## config.mk

```make
export PLATFORM = sky130hd
export DESIGN_NAME = Normalizer
export DESIGN_NICKNAME = d
export VERILOG_FILES = /design/src/source/ArithPkg.sv /design/src/source/LeadZeroDet.sv /design/src/source/LeadZeroEncode.sv /design/src/source/NormShift.sv /design/src/source/Normalizer.sv /design/src/source/PrefixAnd.sv
export SDC_FILE = /design/constraint.sdc
export NUM_CORES = 1
export LEC_CHECK = 0
export BUFFER_PORTS_ARGS = -buffer_cell sky130_fd_sc_hd__buf_2
export CORE_UTILIZATION = 35
export DETAILED_ROUTE_END_ITERATION = 8
export GPL_ROUTABILITY_DRIVEN = 1
export PLACE_DENSITY_LB_ADDON = 0.1
export SKIP_LAST_GASP = 1
export SYNTH_ARGS = -nofsm -noshare
export SYNTH_HDL_FRONTEND = slang
export SYNTH_SLANG_ARGS = --single-unit
```

## constraint.sdc

```tcl
create_clock -name clk -period 7 [get_ports clk]
set_clock_uncertainty 0.1 [all_clocks]
set_input_delay 0.7 -clock clk [delete_from_list [all_inputs] [get_ports clk]]
set_output_delay 0.7 -clock clk [all_outputs]
set_load 0.03 [all_outputs]
```

## src/source/ArithPkg.sv

```systemverilog
`default_nettype none

package ArithPkg;

	// operand and mantissa width
	localparam int WordWidth = 32;

	// width of the leading-zero count, log2 of the word width
	localparam int ShiftWidth = $clog2(WordWidth);

	// prefix tree used by the normalizer
	// 0 serial chain, 1 Brent-Kung, 2 Sklansky
	localparam int PrefixSpeed = 1;

	// operands, one-hot vectors and mantissas
	typedef logic [WordWidth-1:0] wordT;

	// leading-zero counts
	typedef logic [ShiftWidth-1:0] shiftT;

endpackage

`default_nettype wire

```

## src/source/LeadZeroDet.sv

```systemverilog
`timescale 1ns/100ps
`default_nettype none

module LeadZeroDet #(
	// word width
	parameter int width = 8,
	// prefix tree choice, passed to PrefixAnd
	parameter int speed = 1
) (
	// operand
	input  logic [width-1:0] A,
	// one-hot at the leading one, all zero for a zero operand
	output logic [width-1:0] Z
);

	// inverted operand, MSB moved to bit 0
	logic [width-1:0] piRev;
	// prefix result in reversed order
	logic [width-1:0] poRev;
	// poFwd[i] set when A[width-1:i] is all zero
	logic [width-1:0] poFwd;

	// propagate is "bit is zero", scanned from the MSB down
	for (genvar i = 0; i < width; i++) begin : revIn
		assign piRev[i] = ~A[width-1-i];
	end : revIn

	// e.g. A = 000101 gives 111000 after reversing back
	PrefixAnd #(
		.width(width),
		.speed(speed)
	) i_prefixAnd (
		.PI(piRev),
		.PO(poRev)
	);

	for (genvar i = 0; i < width; i++) begin : revOut
		assign poFwd[i] = poRev[width-1-i];
	end : revOut

	// a bit is the leader when it is set and all bits above are clear
	// MSB has nothing above it
	assign Z[width-1] = A[width-1];

	for (genvar i = 0; i < width - 1; i++) begin : pick
		assign Z[i] = A[i] & poFwd[i+1];
	end : pick

endmodule

`default_nettype wire

```

## src/source/LeadZeroEncode.sv

```systemverilog
`timescale 1ns/100ps
`default_nettype none

module LeadZeroEncode #(
	// word width, matches the one-hot port
	parameter int width = ArithPkg::WordWidth
) (
	// one-hot leading-one position
	input  ArithPkg::wordT  oneHot,
	// zeros above the leading one
	output ArithPkg::shiftT leadZeros,
	// no bit set in oneHot
	output logic            isZero
);

	import ArithPkg::*;

	// per count bit, the one-hot bits whose position sets that bit
	logic [width-1:0] bitSel [ShiftWidth];
	// raw encoder output, already zero for an empty vector
	shiftT            rawCount;

	// position i has width-1-i zeros above it
	// count bit b is the OR of all positions where that number has bit b set
	for (genvar b = 0; b < ShiftWidth; b++) begin : countBits
		for (genvar i = 0; i < width; i++) begin : taps
			if ((((width - 1 - i) >> b) % 2) == 1) begin : tap
				assign bitSel[b][i] = oneHot[i];
			end else begin : noTap
				assign bitSel[b][i] = 1'b0;
			end
		end : taps

		// OR tree
		assign rawCount[b] = |bitSel[b];
	end : countBits

	// only place where the zero operand is recognised
	assign isZero = ~|oneHot;

	// zero operand reports a count of zero
	assign leadZeros = isZero ? '0 : rawCount;

endmodule

`default_nettype wire

```

## src/source/NormShift.sv

```systemverilog
`timescale 1ns/100ps
`default_nettype none

module NormShift (
	// word to normalize
	input  ArithPkg::wordT  operand,
	// left shift amount, the leading-zero count
	input  ArithPkg::shiftT shift,
	// shifted word
	output ArithPkg::wordT  mantissa
);

	import ArithPkg::*;

	// stage[0] is the input, stage[ShiftWidth] the result
	wordT stage [ShiftWidth+1];

	assign stage[0] = operand;

	// barrel shifter, one stage per shift bit
	// stage s moves by 2**s, LSB side filled with zeros
	for (genvar s = 0; s < ShiftWidth; s++) begin : stages
		assign stage[s+1] = shift[s] ? (stage[s] << (2 ** s)) : stage[s];
	end : stages

	// with a correct count the MSB ends up set
	assign mantissa = stage[ShiftWidth];

endmodule

`default_nettype wire

```

## src/source/Normalizer.sv

```systemverilog
`timescale 1ns/100ps
`default_nettype none

module Normalizer (
	input  logic            clk,
	// synchronous, active low
	input  logic            rstN,
	// one strobe per operand
	input  logic            inValid,
	input  ArithPkg::wordT  operand,
	// inValid delayed by two cycles
	output logic            outValid,
	// operand shifted so that its MSB is set
	output ArithPkg::wordT  mantissa,
	// zeros above the leading one
	output ArithPkg::shiftT leadZeros,
	// operand was zero
	output logic            isZero
);

	import ArithPkg::*;

	// leading-one detection on the incoming operand
	wordT  detOneHot;

	// stage 1 registers
	logic  s1Valid;
	wordT  s1Operand;
	wordT  s1OneHot;

	// stage 2 combinational results
	shiftT encCount;
	logic  encZero;
	wordT  shifted;

	// stage 1 logic
	// detection runs ahead of the first register
	LeadZeroDet #(
		.width(WordWidth),
		.speed(PrefixSpeed)
	) i_leadZeroDet (
		.A(operand),
		.Z(detOneHot)
	);

	// valid bit is the only control state
	always_ff @(posedge clk) begin
		if (!rstN) begin
			s1Valid <= 1'b0;
		end else begin
			s1Valid <= inValid;
		end
	end

	// payload only loads with a valid operand
	always_ff @(posedge clk) begin
		if (inValid) begin
			s1Operand <= operand;
			s1OneHot  <= detOneHot;
		end
	end

	// stage 2 logic
	// count and zero flag from the registered one-hot
	LeadZeroEncode #(
		.width(WordWidth)
	) i_leadZeroEncode (
		.oneHot   (s1OneHot),
		.leadZeros(encCount),
		.isZero   (encZero)
	);

	// zero operand gives count 0 and so a zero mantissa
	NormShift i_normShift (
		.operand (s1Operand),
		.shift   (encCount),
		.mantissa(shifted)
	);

	// output valid
	always_ff @(posedge clk) begin
		if (!rstN) begin
			outValid <= 1'b0;
		end else begin
			outValid <= s1Valid;
		end
	end

	// output data, held between valid results
	always_ff @(posedge clk) begin
		if (s1Valid) begin
			mantissa  <= shifted;
			leadZeros <= encCount;
			isZero    <= encZero;
		end
	end

endmodule

`default_nettype wire

```

## src/source/PrefixAnd.sv

```systemverilog
`timescale 1ns/100ps
`default_nettype none

module PrefixAnd #(
	// word width
	parameter int width = 8,
	// 0 serial, 1 Brent-Kung, 2 Sklansky
	parameter int speed = 1
) (
	// propagate in
	input  logic [width-1:0] PI,
	// running AND from bit 0 upward
	output logic [width-1:0] PO
);

	// PO[j] is the AND of PI[j:0] in every variant
	// the trees differ only in depth and node count

	if (speed == 2) begin : sklansky
		// log2(width) levels, fan-out doubles per level
		logic [width-1:0] pt [0:$clog2(width)];

		assign pt[0] = PI;

		for (genvar l = 1; l <= $clog2(width); l++) begin : levels
			for (genvar j = 0; j < width; j++) begin : bits
				// upper half of each 2**l group takes the top of the lower half
				if (((j >> (l - 1)) % 2) == 1) begin : black
					assign pt[l][j] = pt[l-1][j] & pt[l-1][((j >> (l - 1)) << (l - 1)) - 1];
				end else begin : white
					assign pt[l][j] = pt[l-1][j];
				end
			end : bits
		end : levels

		assign PO = pt[$clog2(width)];
	end : sklansky

	else if (speed == 1) begin : brentKung
		// up-sweep of log2(width) levels, then down-sweep of log2(width)-1
		logic [width-1:0] pt [0:2*$clog2(width)-1];

		assign pt[0] = PI;

		// up-sweep
		// top bit of each aligned 2**l block collects the whole block
		for (genvar l = 1; l <= $clog2(width); l++) begin : upLevels
			for (genvar j = 0; j < width; j++) begin : bits
				if (((j + 1) % (2 ** l)) == 0) begin : black
					assign pt[l][j] = pt[l-1][j] & pt[l-1][j-2**(l-1)];
				end else begin : white
					assign pt[l][j] = pt[l-1][j];
				end
			end : bits
		end : upLevels

		// down-sweep
		// span shrinks from width/4 down to 1
		for (genvar l = $clog2(width) + 1; l <= 2 * $clog2(width) - 1; l++) begin : downLevels
			for (genvar j = 0; j < width; j++) begin : bits
				// mid point of each span block above the first one
				if ((j >= 2 ** (2 * $clog2(width) - l))
						&& ((j % (2 ** (2 * $clog2(width) - l)))
							== (2 ** (2 * $clog2(width) - l - 1) - 1))) begin : black
					// pull in the finished prefix just below this block
					assign pt[l][j] = pt[l-1][j]
						& pt[l-1][(j / 2 ** (2 * $clog2(width) - l))
							* 2 ** (2 * $clog2(width) - l) - 1];
				end else begin : white
					assign pt[l][j] = pt[l-1][j];
				end
			end : bits
		end : downLevels

		assign PO = pt[2*$clog2(width)-1];
	end : brentKung

	else begin : serial
		// ripple chain, smallest and slowest
		// also taken for any unknown speed value
		logic [width-1:0] pt;

		assign pt[0] = PI[0];

		for (genvar j = 1; j < width; j++) begin : bits
			assign pt[j] = pt[j-1] & PI[j];
		end : bits

		assign PO = pt;
	end : serial

endmodule

`default_nettype wire
```

# Word-level counts from Yosys, hierarchy flattened
# Cells that the tools add are included.
# op_classes
n_mux	6
reduce_logical	7
bitwise_logic	114
# op_table
op	n
32-bit 2-to-1 mux	5
1-bit bitwise AND	83
16-bit OR reduction	5
32-bit OR reduction	1
1-bit inverter	31
5-bit 2-to-1 mux	1
1-bit logical NOT	1
# word_totals
regBits	104
inputBits	35
output_inout_bits	39
elab_cells	135

# Depth between registers and ports, before layout
# logic_depth
depth_word	10
depth_mapped	10
depth_no_buf	8

# Modules after synthesis
# From an unflattened synthesis, not the netlist that was laid out.
# unflattened
cells_unflattened	442
area_unflattened_um2	5836.8
# modules_own_cells
module	seq_area_each_um2	cells_per_inst	instances	area_each_um2
Normalizer	3103.0	106	1	3115.5
NormShift	0.0	183	1	1774.2
PrefixAnd	0.0	66	1	478.0
LeadZeroDet	0.0	64	1	321.6
LeadZeroEncode	0.0	23	1	147.6

# Worst setup path after synthesis
# Ideal clock, no wire load.
# synth_timing
path_type	input to register
start	input operand[28]
end	register s1OneHot[0], data pin
t_required_ps	6724
path_slack_ps	4029
n_path_buf	1
setup_ps	176
path_stages	8
arrival_time_ps	2695
path_cell_list	or4_4 nor4_4 nand2b_2 or3_1 buf_2 nor4b_4 nand3b_4 nor4_1
# synth_between
elab_chain_cells	10
# synth_rtl
item	line	text
from (decl)	Normalizer.sv:10	input ArithPkg::wordT operand,
1-bit inverter	LeadZeroDet.sv:25	assign piRev[i] = ~A[width-1-i];
1-bit bitwise AND (4 in series)	PrefixAnd.sv:50	assign pt[l][j] = pt[l-1][j] & pt[l-1][j-2**(l-1)];
1-bit bitwise AND (4 in series)	PrefixAnd.sv:67	& pt[l-1][(j / 2 ** (2 * $clog2(width) - l))
1-bit bitwise AND	LeadZeroDet.sv:46	assign Z[i] = A[i] & poFwd[i+1];
net detOneHot[0]	Normalizer.sv:24	wordT detOneHot;
to (signal assigned)	Normalizer.sv:59	s1OneHot <= detOneHot;
to (decl)	Normalizer.sv:29	wordT s1OneHot;
# The timed path passes the listed nets, and every way through them passes these cells.
# A chain may end at the register's enable or synchronous reset.

# Final worst setup path
# layout_timing
start	register s1OneHot[0]
end	register mantissa[28], data pin
# layout_between
elab_chain_cells	7
elab_cells_between_ends	12
classes_between	mux: 6; reduce/logical: 6
# layout_rtl
item	line	text
32-bit OR reduction / 16-bit OR reduction (equally long branches)	LeadZeroEncode.sv:39, LeadZeroEncode.sv:35	
5-bit 2-to-1 mux (*)	LeadZeroEncode.sv:42	assign leadZeros = isZero ? '0 : rawCount;
32-bit 2-to-1 mux (4 in series)	NormShift.sv:23	assign stage[s+1] = shift[s] ? (stage[s] << (2 ** s)) : stage[s];
32-bit 2-to-1 mux (*)	NormShift.sv:23	
net i_normShift.mantissa[28]	NormShift.sv:10	output ArithPkg::wordT mantissa
to (signal assigned)	Normalizer.sv:92	mantissa <= shifted;
to (decl)	Normalizer.sv:14	output ArithPkg::wordT mantissa,
# The timed path passes the listed nets; every way through them passes the cells marked *.

==> results_dict.tcl <==
set metrics [dict create \
    wl_per_cell_um 18.36 \
    rsz0062_at_grt "no" \
    cp.arrival_ns 3.76 \
    status "complete, no violations" \
    drive_gt1_share_pct 25.38 \
    final-setup-viol-count 0 \
    ys_types 57 \
    postCtsHoldBufs 0 \
    power_mw 1.321 \
    holdCritPathClass "flop to flop" \
    dr_total_vias 3404 \
    worst_slew_pin_slew_ns 0.7891 \
    grt_pass1_vias 3345 \
    fin_crit_ns 3.803 \
    synth_edf_count 101 \
    crit_path_max_fanout 26 \
    hold_depth 1 \
    cts_sinks 103 \
    ff2ff_path_depth 7 \
    syn_nets 424 \
    start_kind "flop" \
    dr.pass1.iters 6 \
    postRouteAntennaNets 0 \
    antenna_found_initial 0 \
    num_rows 43 \
    start_util_pct 36.56 \
    path_cells "or4_1, or2_4, and3b_1, inv_2, mux2_2, a222oi_1, o221ai_1" \
    place_ws_ns 3.272 \
    clk_latency_ns 0.36 \
    critPathRequiredTime_ns 6.95 \
    irDropWorstVdd_mv 0.1512 \
    core_um2 14100 \
    drtIter0Drc 272 \
    drt_wl_total_um 11840 \
    drv_slew 0 \
    synth-seq-area-share_pct 59.63 \
    cts_repair_resize_count 0 \
    cts_buffer_depth 2 \
    route.detailed.drc 0 \
    grt_pass1_wl_um 18560 \
    slowest_stage "and3b_1" \
    place_congestion 0.9389 \
    final_common_cell "edfxtp_1" \
    post_cts_buffers 0 \
    setup_ws_ns 3.197 \
    netlist_instances 389 \
    leakage_nw 2.487 \
    cts_root_buf "clkbuf_16" \
    dieArea_um2 15210 \
    via_per_inst 5.278 \
    path_class "flop to flop" \
    io_buffer_count 73 \
    clk_pin_slew_ns 0.07 \
    synth_area_per_cell_um2 13.25 \
    finalHoldViolations 0 \
    synth_ff_type "edfxtp_1" \
    gr-total-overflow 0 \
    grt.total_usage_pct 16.81 \
    setup_tns_ns 0 \
    power_density_nw_per_um2 221.4 \
    synthesis.area_um2 5154 \
    whs_ns 0.3623 \
    cts-buffers-inserted 9 \
    pin_count 74 \
    hpwl_um 8982 \
    grt_max_degree 65 \
    period_share_pct 54.33 \
    maxSlewHeadroom_pct 47.39 \
    syn_to_final_growth_pct 15.80 \
    max_cap_viol_count 0 \
    crit_path_end_kind "flop" \
    synth_warnings 0 \
    diodes 0 \
    cts_tree "done" \
    layout_common_cells "edfxtp_1, buf_2, mux2i_1, nor2_1, nand2_1" \
    die_y_um 123.3 \
    synthArstFlopShare_pct 0 \
    cpPeakStageDelay_ns 0.65 \
    htreeDepth 3 \
    fmax_mhz 263.0 \
    ys_ff_latch 103 \
    fin_nets 495 \
    die_x_um 123.3 \
]
==> stage by stage <==
step / std cells / utilization (%) / area, µm²
floorplan: 389 / - / 5154
global placement: 629 / 40.37 / 5690
detailed placement: 629 / 40.37 / 5690
CTS: 645 / 42.34 / 5968
global route: 645 / 42.34 / 5968
finish: 645 / 42.34 / 5968
==> synth_stat cells, drive strengths merged (3+ instances only) <==
master | number | area [µm²]
o221ai | 7 | 61.31
o22ai | 3 | 18.77
and2 | 5 | 31.28
nor2 | 39 | 162.7
o21ai | 5 | 25.02
nor3 | 7 | 35.03
buf | 7 | 46.29
a21oi | 3 | 15.01
and3 | 4 | 25.02
nor4 | 20 | 140.1
nor4b | 6 | 73.81
inv | 10 | 37.54
nand2 | 21 | 78.83
nand3 | 7 | 35.03
a222oi | 3 | 30.03
edfxtp | 101 | 3033
mux2i | 72 | 724.4
or4 | 5 | 41.29
clkbuf | 10 | 37.54
nor3b | 6 | 45.04
a211oi | 4 | 30.03
mux2 | 11 | 123.9
==> power by group <==
group          switching (mW)  internal (mW)
registers              0.0169          0.715
logic                  0.0804         0.0361
clock network           0.229          0.244
total                   0.326          0.995
==> final cells by class <==
type | instances | area [µm²]
Clock buffer | 9 | 225.2
Clock inverter | 7 | 52.55
Fill cell | 1343 | 8128
Inverter | 11 | 41.29
Multi-Input combinational cell | 258 | 1956
Sequential cell | 103 | 3073
Tap cell | 180 | 225.2
Timing Repair Buffer | 77 | 395.4
==> kinds of logic (layout without fill, tap and decap cells) <==
logic type / Yosys count / after routing / synth area share, %
buf+inv: 28 / 104 / 2.428
flops: 103 / 103 / 59.63
mux: 83 / 83 / 16.46
compound gates: 40 / 40 / 5.973
simple gates: 135 / 135 / 15.51
==> worst max-delay path, delay by kind of cell (launching register included) <==
kind,cells,cell delay (ns)
AO/OA/AOI/OAI,2,0.56
buffers and inverters,1,0.45
AND/OR/NAND/NOR,3,1.54
multiplexers,1,0.43
flip-flops,1,0.41
==> worst paths after layout <==
kind	to	from	slack (ns)
setup reg to reg	mantissa[28]	s1OneHot[0]	3.20
setup / recovery	mantissa[28]	s1OneHot[0]	3.20
hold reg to reg	outValid	s1Valid	0.36
hold / removal	outValid	s1Valid	0.36
==> state kept, by name, indices dropped and copies added (netlist names) <==
register,cells
leadZeros,5
outValid,1
s1Valid,1
s1Operand,32
s1OneHot,31
mantissa,32
isZero,1
==> per-layer routing <==
layer | global-route usage (%) | up-vias | wire length [µm]
met2 | 25.70 | 97 | 5398
met3 | 3.967 | 22 | 597
met1 | 22.42 | 1610 | 5491
met5 | 0 | - | 0
li1 | - | 1675 | -
met4 | 7.982 | 0 | 356
Power figures use the tool's default switching activity.
